$ cat src/opc5ls_defines.svh
`ifndef OPC5LS_DEFINES_SVH
`define OPC5LS_DEFINES_SVH

// Machine word and bus width
`define OPC5LS_DATA_W 16

// Register file geometry, r15 is the program counter
`define OPC5LS_NUM_REGS 16
`define OPC5LS_REG_AW 4
`define OPC5LS_PC_REG 4'hf

// Processor status register width
`define OPC5LS_PSR_W 8

`define OPC5LS_INT_VECTOR 16'h0002  // Entry on hardware or software interrupt
`define OPC5LS_RESET_PC 16'h0000    // First fetch after reset

`endif

$ cat src/opc5ls_isa_pkg.sv
`include "opc5ls_defines.svh"

package opc5ls_isa_pkg;

   typedef enum logic [3:0] {
      op_mov  = 4'h0,
      op_and  = 4'h1,
      op_or   = 4'h2,
      op_xor  = 4'h3,
      op_add  = 4'h4,
      op_adc  = 4'h5,
      op_sto  = 4'h6,
      op_ld   = 4'h7,
      op_ror  = 4'h8,
      op_not  = 4'h9,
      op_sub  = 4'ha,
      op_sbc  = 4'hb,
      op_cmp  = 4'hc,
      op_cmpc = 4'hd,
      op_bswp = 4'he,
      op_psr  = 4'hf
   } opcode_e;

   // Top bit inverts the selected condition
   typedef enum logic [2:0] {
      pred_always = 3'b000,
      pred_c      = 3'b001,
      pred_z      = 3'b010,
      pred_s      = 3'b011,
      pred_never  = 3'b100,
      pred_nc     = 3'b101,
      pred_nz     = 3'b110,
      pred_ns     = 3'b111
   } pred_e;

   typedef struct packed {
      pred_e                     pred;
      logic                      len;     // Second word follows
      opcode_e                   opcode;
      logic [`OPC5LS_REG_AW-1:0] src;
      logic [`OPC5LS_REG_AW-1:0] dst;
   } instr_t;

   typedef struct packed {
      logic   is_cmp;
      logic   is_rti;
      logic   put_psr;
      logic   get_psr;
      logic   is_sto;
      logic   is_ld;
      instr_t instr;
   } ir_t;

   typedef struct packed {
      logic [3:0] swi_id;
      logic       enable_int;
      logic       sign;
      logic       carry;
      logic       zero;
   } psr_t;

endpackage

$ cat src/opc5ls_ctrl_pkg.sv
`include "opc5ls_defines.svh"

package opc5ls_ctrl_pkg;

   import opc5ls_isa_pkg::*;

   typedef enum logic [2:0] {
      s_fetch0 = 3'h0,
      s_fetch1 = 3'h1,
      s_ea_ed  = 3'h2,
      s_rdmem  = 3'h3,
      s_exec   = 3'h4,
      s_wrmem  = 3'h5,
      s_int    = 3'h6
   } fsm_e;

   // Decode to execute and result
   typedef struct packed {
      fsm_e                      state;
      ir_t                       ir;
      logic [`OPC5LS_REG_AW-1:0] rf_radr;
      logic                      take_int;  // Only meaningful in exec and wrmem
   } dec_ctrl_t;

   // Execute to decode and result
   typedef struct packed {
      logic [`OPC5LS_DATA_W-1:0] result;
      psr_t                      psr_next;
      logic [`OPC5LS_DATA_W-1:0] opr;     // Immediate, then address, then load data
   } exe_out_t;

endpackage

$ cat src/opc5ls_decode.sv
`timescale 1ns/100ps
`include "opc5ls_defines.svh"

module opc5ls_decode
   import opc5ls_isa_pkg::*, opc5ls_ctrl_pkg::*;
(
   input  logic                      clk,
   input  logic                      reset_b,
   input  logic                      int_b,
   input  logic [`OPC5LS_DATA_W-1:0] din,
   input  psr_t                      psr,
   input  exe_out_t                  exe,
   output dec_ctrl_t                 ctrl
);

   fsm_e                      state_q;
   ir_t                       ir_q;
   logic [`OPC5LS_REG_AW-1:0] rf_radr_q;
   instr_t                    din_instr;
   logic                      pred_ir;
   logic                      pred_din;
   logic                      skip_eaed;
   logic                      take_int;

   function automatic logic pred_true(pred_e p, psr_t f);
      logic r;
      case (p)
         pred_always: r = 1'b1;
         pred_never:  r = 1'b0;
         pred_c:      r = f.carry;
         pred_nc:     r = !f.carry;
         pred_z:      r = f.zero;
         pred_nz:     r = !f.zero;
         pred_s:      r = f.sign;
         pred_ns:     r = !f.sign;
      endcase
      return r;
   endfunction

   // Flags worked out once as the word is latched
   function automatic ir_t predecode(instr_t i);
      ir_t r;
      r.instr   = i;
      r.is_ld   = (i.opcode == op_ld);
      r.is_sto  = (i.opcode == op_sto);
      r.is_cmp  = (i.opcode == op_cmp) || (i.opcode == op_cmpc);
      r.get_psr = (i.opcode == op_psr) && (i.src == '0);
      r.put_psr = (i.opcode == op_psr) && (i.dst == '0);
      r.is_rti  = (i.opcode == op_psr) && (i.dst == `OPC5LS_PC_REG);
      return r;
   endfunction

   assign din_instr = instr_t'(din);
   assign pred_din  = pred_true(din_instr.pred, psr);
   assign pred_ir   = pred_true(ir_q.instr.pred, psr);
   assign skip_eaed = !((rf_radr_q != '0) || ir_q.is_ld || ir_q.is_sto);  // r0 source, no memory

   assign take_int = ((state_q == s_exec) || (state_q == s_wrmem))
                     && ((!int_b && psr.enable_int) || (ir_q.put_psr && (|exe.psr_next.swi_id)));

   always_ff @(posedge clk or negedge reset_b)
   begin
      if (!reset_b)
         state_q <= s_fetch0;
      else
         case (state_q)
            s_fetch0: state_q <= din_instr.len ? s_fetch1 : (!pred_din ? s_fetch0 : s_ea_ed);
            s_fetch1: state_q <= !pred_ir ? s_fetch0 : (skip_eaed ? s_exec : s_ea_ed);
            s_ea_ed:  state_q <= !pred_ir ? s_fetch0 :
                                 ir_q.is_ld ? s_rdmem : (ir_q.is_sto ? s_wrmem : s_exec);
            s_rdmem:  state_q <= s_exec;
            s_exec:   state_q <= take_int ? s_int :
                                 (ir_q.instr.dst == `OPC5LS_PC_REG) ? s_fetch0 :
                                 (din_instr.len ? s_fetch1 : s_ea_ed);  // Overlapped fetch
            s_wrmem:  state_q <= take_int ? s_int : s_fetch0;
            default:  state_q <= s_fetch0;
         endcase
   end

   always_ff @(posedge clk)
   begin
      case (state_q)
         s_fetch0, s_exec: rf_radr_q <= din_instr.src;
         s_fetch1:         rf_radr_q <= skip_eaed ? ir_q.instr.dst : ir_q.instr.src;
         default:          rf_radr_q <= ir_q.instr.dst;
      endcase
      if ((state_q == s_fetch0) || (state_q == s_exec))
         ir_q <= predecode(din_instr);
   end

   assign ctrl.state    = state_q;
   assign ctrl.ir       = ir_q;
   assign ctrl.rf_radr  = rf_radr_q;
   assign ctrl.take_int = take_int;

   a_state_legal : assert property (@(posedge clk) disable iff (!reset_b)
      state_q inside {s_fetch0, s_fetch1, s_ea_ed, s_rdmem, s_exec, s_wrmem, s_int})
      else $error("decode state left the legal set: %0h", state_q);

endmodule

$ cat src/opc5ls_execute.sv
`timescale 1ns/100ps
`include "opc5ls_defines.svh"

module opc5ls_execute
   import opc5ls_isa_pkg::*, opc5ls_ctrl_pkg::*;
(
   input  logic                      clk,
   input  logic [`OPC5LS_DATA_W-1:0] din,
   input  dec_ctrl_t                 ctrl,
   input  logic [`OPC5LS_DATA_W-1:0] reg_rdata,
   input  psr_t                      psr,
   output exe_out_t                  exe
);

   logic [`OPC5LS_DATA_W-1:0] opr_q;
   logic [`OPC5LS_DATA_W-1:0] result;
   logic [`OPC5LS_DATA_W:0]   sum;
   logic                      carry;
   opcode_e                   op;
   psr_t                      psr_next;

   assign op = ctrl.ir.instr.opcode;

   always_ff @(posedge clk)
   begin
      case (ctrl.state)
         s_fetch0, s_exec: opr_q <= '0;
         s_fetch1:         opr_q <= din;               // Immediate or displacement
         s_ea_ed:          opr_q <= reg_rdata + opr_q;  // Register plus displacement
         default:          opr_q <= din;               // Load data
      endcase
   end

   always_comb
   begin
      result = opr_q;
      carry  = psr.carry;
      sum    = '0;
      case (op)
         op_ld, op_mov, op_psr, op_sto:
            result = ctrl.ir.get_psr ? {{(`OPC5LS_DATA_W-`OPC5LS_PSR_W){1'b0}}, psr} : opr_q;
         op_and, op_or:
            result = op[0] ? (reg_rdata & opr_q) : (reg_rdata | opr_q);
         op_add, op_adc:
         begin
            sum    = {1'b0, reg_rdata} + {1'b0, opr_q} + (op[0] & psr.carry);
            result = sum[`OPC5LS_DATA_W-1:0];
            carry  = sum[`OPC5LS_DATA_W];
         end
         op_sub, op_sbc, op_cmp, op_cmpc:
         begin
            sum    = {1'b0, reg_rdata} + {1'b0, ~opr_q} + (op[0] ? psr.carry : 1'b1);  // Borrow as inverted carry
            result = sum[`OPC5LS_DATA_W-1:0];
            carry  = sum[`OPC5LS_DATA_W];
         end
         op_xor, op_bswp:
            result = op[3] ? {opr_q[7:0], opr_q[15:8]} : (reg_rdata ^ opr_q);
         op_not:
            result = ~opr_q;
         op_ror:
         begin
            result = {psr.carry, opr_q[`OPC5LS_DATA_W-1:1]};  // Rotate through carry
            carry  = opr_q[0];
         end
      endcase
   end

   always_comb
   begin
      psr_next = psr;
      if (ctrl.ir.put_psr)
         psr_next = psr_t'(opr_q[`OPC5LS_PSR_W-1:0]);
      else if (ctrl.ir.instr.dst != `OPC5LS_PC_REG)  // Jumps keep the flags
      begin
         psr_next.sign  = result[`OPC5LS_DATA_W-1];
         psr_next.carry = carry;
         psr_next.zero  = ~|result;
      end
   end

   assign exe.result   = result;
   assign exe.psr_next = psr_next;
   assign exe.opr      = opr_q;

endmodule

$ cat src/opc5ls_result.sv
`timescale 1ns/100ps
`include "opc5ls_defines.svh"

module opc5ls_result
   import opc5ls_isa_pkg::*, opc5ls_ctrl_pkg::*;
(
   input  logic                      clk,
   input  logic                      reset_b,
   input  dec_ctrl_t                 ctrl,
   input  exe_out_t                  exe,
   output logic [`OPC5LS_DATA_W-1:0] reg_rdata,
   output psr_t                      psr,
   output logic [`OPC5LS_DATA_W-1:0] address,
   output logic [`OPC5LS_DATA_W-1:0] dout,
   output logic                      rnw
);

   logic [`OPC5LS_DATA_W-1:0] rf_q [0:`OPC5LS_NUM_REGS-2];  // r0 to r14
   logic [`OPC5LS_DATA_W-1:0] pc_q;
   logic [`OPC5LS_DATA_W-1:0] pci_q;
   psr_t                      psr_q;
   psr_t                      psri_q;
   psr_t                      psr_rti;
   logic [`OPC5LS_REG_AW-1:0] rf_wadr;
   logic                      pc_dst;

   assign pc_dst = (ctrl.ir.instr.dst == `OPC5LS_PC_REG);

   // r0 soaks up compare and jump results
   assign rf_wadr = (ctrl.ir.is_cmp || pc_dst) ? '0 : ctrl.ir.instr.dst;

   always_ff @(posedge clk)
   begin
      if (ctrl.state == s_exec)
         rf_q[rf_wadr] <= exe.result;
   end

   always_comb
   begin
      if (ctrl.rf_radr == `OPC5LS_PC_REG)
         reg_rdata = pc_q;
      else if (ctrl.rf_radr == '0)
         reg_rdata = '0;
      else
         reg_rdata = rf_q[ctrl.rf_radr];
   end

   always_comb
   begin
      psr_rti        = psri_q;
      psr_rti.swi_id = '0;  // Software interrupt is done on return
   end

   always_ff @(posedge clk or negedge reset_b)
   begin
      if (!reset_b)
      begin
         pc_q   <= `OPC5LS_RESET_PC;
         pci_q  <= '0;
         psr_q  <= '0;
         psri_q <= '0;
      end
      else
         case (ctrl.state)
            s_int:
            begin
               pc_q             <= `OPC5LS_INT_VECTOR;
               pci_q            <= pc_q;
               psri_q           <= psr_q;
               psr_q.enable_int <= 1'b0;
            end
            s_fetch0, s_fetch1:
               pc_q <= pc_q + 1'b1;
            s_exec:
            begin
               if (ctrl.ir.is_rti)
                  pc_q <= pci_q;
               else if (pc_dst)
                  pc_q <= exe.result;
               else if (!ctrl.take_int)
                  pc_q <= pc_q + 1'b1;  // Overlapped fetch of the next word
               psr_q <= ctrl.ir.is_rti ? psr_rti : exe.psr_next;
            end
            default: ;
         endcase
   end

   assign psr     = psr_q;
   assign dout    = reg_rdata;
   assign rnw     = (ctrl.state != s_wrmem);
   assign address = ((ctrl.state == s_wrmem) || (ctrl.state == s_rdmem)) ? exe.opr : pc_q;

   // A store comes straight after its address phase and lasts one cycle
   a_store_one_cycle : assert property (@(posedge clk) disable iff (!reset_b)
      !rnw |-> ($past(ctrl.state) == s_ea_ed) ##1 rnw)
      else $error("write strobe outside a single wrmem cycle");

   // A jump drops the overlapped word and fetches from its target next
   a_pc_dest : assert property (@(posedge clk) disable iff (!reset_b)
      (ctrl.state == s_exec && pc_dst && !ctrl.ir.is_rti && !ctrl.take_int)
      |=> ((ctrl.state == s_fetch0) && (address == $past(exe.result))))
      else $error("jump target not fetched in the next cycle");

endmodule

$ cat src/opc5ls_core.sv
`timescale 1ns/100ps
`include "opc5ls_defines.svh"

module opc5ls_core
   import opc5ls_isa_pkg::*, opc5ls_ctrl_pkg::*;
(
   input  logic                      clk,
   input  logic                      reset_b,
   input  logic                      int_b,
   input  logic [`OPC5LS_DATA_W-1:0] din,
   output logic [`OPC5LS_DATA_W-1:0] dout,
   output logic [`OPC5LS_DATA_W-1:0] address,
   output logic                      rnw
);

   dec_ctrl_t                 ctrl;
   exe_out_t                  exe;
   psr_t                      psr;
   logic [`OPC5LS_DATA_W-1:0] reg_rdata;

   opc5ls_decode i_opc5ls_decode (
      .clk     (clk),
      .reset_b (reset_b),
      .int_b   (int_b),
      .din     (din),
      .psr     (psr),
      .exe     (exe),
      .ctrl    (ctrl)
   );

   opc5ls_execute i_opc5ls_execute (
      .clk       (clk),
      .din       (din),
      .ctrl      (ctrl),
      .reg_rdata (reg_rdata),
      .psr       (psr),
      .exe       (exe)
   );

   opc5ls_result i_opc5ls_result (
      .clk       (clk),
      .reset_b   (reset_b),
      .ctrl      (ctrl),
      .exe       (exe),
      .reg_rdata (reg_rdata),
      .psr       (psr),
      .address   (address),
      .dout      (dout),
      .rnw       (rnw)
   );

endmodule

$ cat config.mk
export PLATFORM = sky130hd
export DESIGN_NAME = opc5ls_core
export DESIGN_NICKNAME = d
export VERILOG_FILES = /design/src/opc5ls_isa_pkg.sv /design/src/opc5ls_ctrl_pkg.sv /design/src/opc5ls_decode.sv /design/src/opc5ls_execute.sv /design/src/opc5ls_result.sv /design/src/opc5ls_core.sv
export VERILOG_INCLUDE_DIRS = /design/src
export SDC_FILE = /design/constraint.sdc
export NUM_CORES = 1
export LEC_CHECK = 0
export BUFFER_PORTS_ARGS = -buffer_cell sky130_fd_sc_hd__buf_2
export CORE_ASPECT_RATIO = 1.1
export CORE_UTILIZATION = 25
export CTS_CLUSTER_DIAMETER = 60
export DETAILED_ROUTE_END_ITERATION = 10
export GPL_TIMING_DRIVEN = 0
export PLACE_DENSITY = 0.44
export SLEW_MARGIN = 20
export SYNTH_ARGS = -nofsm -noshare
export SYNTH_HDL_FRONTEND = slang
export SYNTH_SLANG_ARGS = --single-unit
$ cat constraint.sdc
create_clock -name clk -period 5.5 [get_ports clk]
set_input_delay 0.275 -clock clk [delete_from_list [all_inputs] [get_ports clk]]
set_output_delay 0.275 -clock clk [all_outputs]
set_load 0.02 [all_outputs]
==> qor_table.md <==
| Result | Value | Unit |
|:---|:---|:---|
| Worst Max-Slew Pin Slew | 0.912 | ns |
| Relative slew margins | 0.390 | - |
| Critical path launch point | i_opc5ls_decode.rf_radr_q[1] | - |
| Initial antenna violation count | 10 | - |
| Drc violations | 0 | - |
| Max Freq | 187 | MHz |
| First-pass detailed-route iteration total | 5 | - |
| Setup crit start kind | flip-flop | - |
| Via count of the first global-routing pass | 13484 | - |
| Die W | 255 | um |
| Wire length of the first global-routing pass | 97200 | um |
| Via count | 13769 | - |
| Synth Cell Area | 0.0176 | sq mm |
| Hold path start | din[13] | - |
| Number of placed I/O pins | 52 | - |
| Largest clock skew in the final design | 0.0425 | ns |
| Critical R2R Capture | i_opc5ls_result.pc_q[14] | - |
| Final number of setup-violating endpoints | 0 | - |
| CP required | 6.01 | ns |
| Final hold vios | 0 | - |
| H-tree levels | 2 | - |
| Commonest register cell after synthesis | edfxtp_1 | - |
| Maximum fanout encountered on the critical timing path | 10 | - |
| Routability cong. | 0.930 | - |
| Num Clock Sinks | 328 | - |
| #FFs+latches synth | 328 | - |
| Post-route fraction of the period consumed by the critical path | 0.972 | - |
| Destination of the critical timing path | i_opc5ls_result.pc_q[14] | - |
| Number of nets with antenna violations after detailed routing | 0 | - |
| Result of the run | complete, no violations | - |
| Layout cell share with drive strength beyond 1 | 0.203 | - |
| Sort of element at the end of the critical path | flip-flop | - |
| Iter 0 DRT Violations | 1428 | - |
| Sequential area share after synthesis | 0.533 | - |
| Number of inserted filler cells in the final layout | 7067 | - |
| DIE AREA | 0.0717 | sq mm |
| Number of cells on the worst reg-to-reg path | 20 | - |
| Std-Cell Rows | 101 | - |
| Synth Warn # | 0 | - |
| Synth cell types | 96 | - |
| Fraction of synthesis flops using an asynchronous set or reset pin | 0.143 | - |
| Via density per instance | 5.20 | - |
| Number of buffers added on ports | 51 | - |
| Biggest area consumer among synthesized cells | edfxtp_1 | - |
| Cell at the root of the clock tree | clkbuf_16 | - |
| Initial core utilization | 0.254 | - |
| Critical path class | flip-flop to flip-flop | - |
| Routed length per instance | 25.5 | um |
| Area taken by multi-input logic gates | 0.00788 | sq mm |
| Time the final worst path needs with I/O delays and setup | 5.35 | ns |
| Share of the synthesized area in the top cell type | 0.444 | - |
| Cells after DPL | 2544 | - |
| Mean area per synthesized cell | 11.4 | sq um |
| Final global-route overflow total | 0 | - |
| Worst skew pair latency | 0.58 | ns |
| FF+latch area | 0.00941 | sq mm |
| Largest net degree at the start of global routing | 48 | - |
| Final instance count without filler cells | 2650 | - |
| Count of flip-flops with a built-in enable after synthesis | 261 | - |
| Post-Synthesis Cells | 1545 | - |
| Area of the core | 0.0694 | sq mm |
| CTS tree | done | - |
| Total track usage | 0.186 | - |
| Nets in the synthesized netlist | 1617 | - |
| Max-slew violations | 0 | - |
| CTS clock-pin slew for the worst setup and hold paths | 0.06 | ns |
| Clock buffer count from CTS | 40 | - |
| Worst hold-check path type | input port to flip-flop | - |
| Reg-to-Reg Start | i_opc5ls_decode.rf_radr_q[1] | - |
| Vertical die dimension | 281 | um |
| Final TNS setup | 0 | ns |
| Area growth syn-to-layout | 21.8 | % |
| Minimum setup slack among reg-to-reg paths | 0.15 | ns |
| Worst EP arrival | 5.85 | ns |
| Setup repair after global routing missed its margin | yes | - |
| Clk buf depth | 3 | - |
| Max-cap violations | 0 | - |
| Half-perimeter wire length after placement | 49900 | um |
| Top cells by area in the synthesized netlist | edfxtp_1 44%, dfrtp_1 6.7%, mux4_2 4.7% | - |
| Final routed wirelength across all metal layers | 67600 | um |
| Number of nets in the layout | 1762 | - |
-- cell usage in the layout (no fill, tap or decap), types with 9 or more instances in the layout --
| cell type | netlist | routed |
|---|---|---|
| dlygate4sd3_1 | 0 | 12 |
| a21oi_1 | 76 | 73 |
| o31ai_1 | 13 | 12 |
| a211oi_2 | 2 | 10 |
| mux2i_1 | 53 | 52 |
| buf_6 | 5 | 14 |
| buf_8 | 0 | 11 |
| nand2_1 | 148 | 148 |
| mux4_2 | 37 | 37 |
| nor2_1 | 102 | 90 |
| inv_1 | 65 | 63 |
| o22ai_1 | 19 | 19 |
| nand3_1 | 16 | 15 |
| buf_4 | 5 | 25 |
| clkbuf_16 | 0 | 40 |
| o221ai_1 | 11 | 11 |
| ha_1 | 48 | 48 |
| xnor2_1 | 23 | 23 |
| mux2_2 | 23 | 23 |
| clkinv_2 | 0 | 9 |
| clkbuf_1 | 63 | 56 |
| nor2b_1 | 36 | 36 |
| nand2b_1 | 14 | 14 |
| buf_2 | 27 | 70 |
| a21o_1 | 16 | 15 |
| a211oi_1 | 29 | 19 |
| edfxtp_1 | 261 | 261 |
| buf_12 | 0 | 11 |
| a31oi_1 | 18 | 15 |
| o21ai_0 | 129 | 128 |
| nor2_2 | 1 | 12 |
| dfrtp_1 | 47 | 47 |
| a221oi_1 | 12 | 10 |
| nor3_1 | 39 | 30 |
| a22oi_1 | 11 | 11 |
| xor2_1 | 13 | 13 |
| dfxtp_1 | 20 | 20 |
-- flip-flops by register name, indices dropped and copies added, names as in the netlist --
register / count
i_opc5ls_result.pc_q: 16
i_opc5ls_result.psr_rti: 4
i_opc5ls_result.psr: 8
i_opc5ls_execute.opr_q: 16
i_opc5ls_result.pci_q: 16
i_opc5ls_decode.state_q: 3
i_opc5ls_decode.ctrl: 21
i_opc5ls_decode.rf_radr_q: 4
i_opc5ls_result.rf_q: 240
-- kinds of logic (layout without fill, tap and decap cells) --
family                   Yosys count  in the layout  share of synthesized area
adder cells (fa/ha/maj)           53             53                     0.0397
AND/OR/NAND/NOR                  407            407                      0.109
flip-flops                       328            328                      0.533
multiplexers                     113            113                     0.0920
other                              0              2                          0
AO/OA/AOI/OAI                    434            434                      0.166
buffers and inverters            174            350                     0.0421
XOR/XNOR                          36             36                     0.0179
-- worst min-delay path by stage --
stage                                      end  slack [ns]  cells past startpoint
global route        i_opc5ls_execute.opr_q[12]        0.02                      3
CTS                    i_opc5ls_decode.ctrl[8]       0.009                      1
global placement      i_opc5ls_result.pci_q[7]        0.47                      2
floorplan           i_opc5ls_decode.state_q[0]       -0.02                      0
finish                i_opc5ls_decode.ctrl[18]        0.04                      1
detailed placement    i_opc5ls_result.pc_q[10]        0.35                      1
-- per-stage QoR --
stage | hold slack [ns] | area, sq um | setup slack (ns) | utilization
2_1_floorplan | -0.0206 | 17600 | 0.358 | -
3_3_place_gp | 0.467 | 19100 | -2.67 | 0.275
3_5_place_dp | 0.353 | 19400 | -1.84 | 0.280
4_1_cts | 0.00892 | 21400 | 0.00819 | 0.308
5_1_grt | 0.0192 | 21500 | -0.0349 | 0.310
6_report | 0.0389 | 21500 | 0.154 | 0.310
-- critical path, stage by stage (launching register included) --
cell,delay (ns)
dfxtp_1,0.30
buf_2,0.25
buf_6,0.22
clkbuf_8,0.22
clkbuf_2,0.23
nand2_1,0.07
o21ai_0,0.11
a211oi_2,0.15
nor3_4,0.24
a21oi_4,0.09
buf_4,0.17
fa_1,0.47
fa_1,0.47
nand2b_1,0.29
a2111oi_4,0.40
o21ai_2,0.20
nor3_4,0.29
mux2i_1,0.41
nand2_1,0.19
a31oi_1,0.34
o31a_1,0.17
-- cells in the mapped netlist, types with 9 or more instances --
master	number
edfxtp_1	261
nand2_1	148
o21ai_0	129
nor2_1	102
a21oi_1	76
inv_1	65
clkbuf_1	63
mux2i_1	53
ha_1	48
dfrtp_1	47
nor3_1	39
mux4_2	37
nor2b_1	36
a211oi_1	29
buf_2	27
mux2_2	23
xnor2_1	23
dfxtp_1	20
o22ai_1	19
a31oi_1	18
a21o_1	16
nand3_1	16
nand2b_1	14
o31ai_1	13
xor2_1	13
a221oi_1	12
a22oi_1	11
o221ai_1	11
a211o_1	9
-- layout make-up --
cell class | instances | share of cell area
clock buffer | 47 | 0.0492
clock inverter | 26 | 0.0116
buffer | 103 | 0.0270
antenna | 2 | 0.000233
tap | 927 | 0.0539
sequential | 328 | 0.438
multi-input combinational | 1043 | 0.366
timing repair buffer | 104 | 0.0411
inverter | 70 | 0.0126
-- per-layer routing --
layer | global-route usage | vias to the layer above | routed length (um)
li1 | - | 6153 | -
met1 | 0.250 | 6979 | 29700
met2 | 0.295 | 497 | 30900
met3 | 0.0366 | 130 | 4540
met4 | 0.0704 | 10 | 2410
met5 | 0 | - | 61
-- what timing repair did --
| action | in CTS | in global routing |
|---|---|---|
| setup buffers | 19 | 1 |
| cloned | 0 | 0 |
| gates resized for setup | 64 | 26 |
| endpoints found under the setup margin | 264 | 86 |
| endpoints found under the hold margin | 63 | 0 |
| hold buffers | 12 | 0 |
| pin swaps | 11 | 5 |
Power is left out: the tool's default activity adds up to more than one toggle a clock period on the data nets, which glitch-free logic cannot reach.
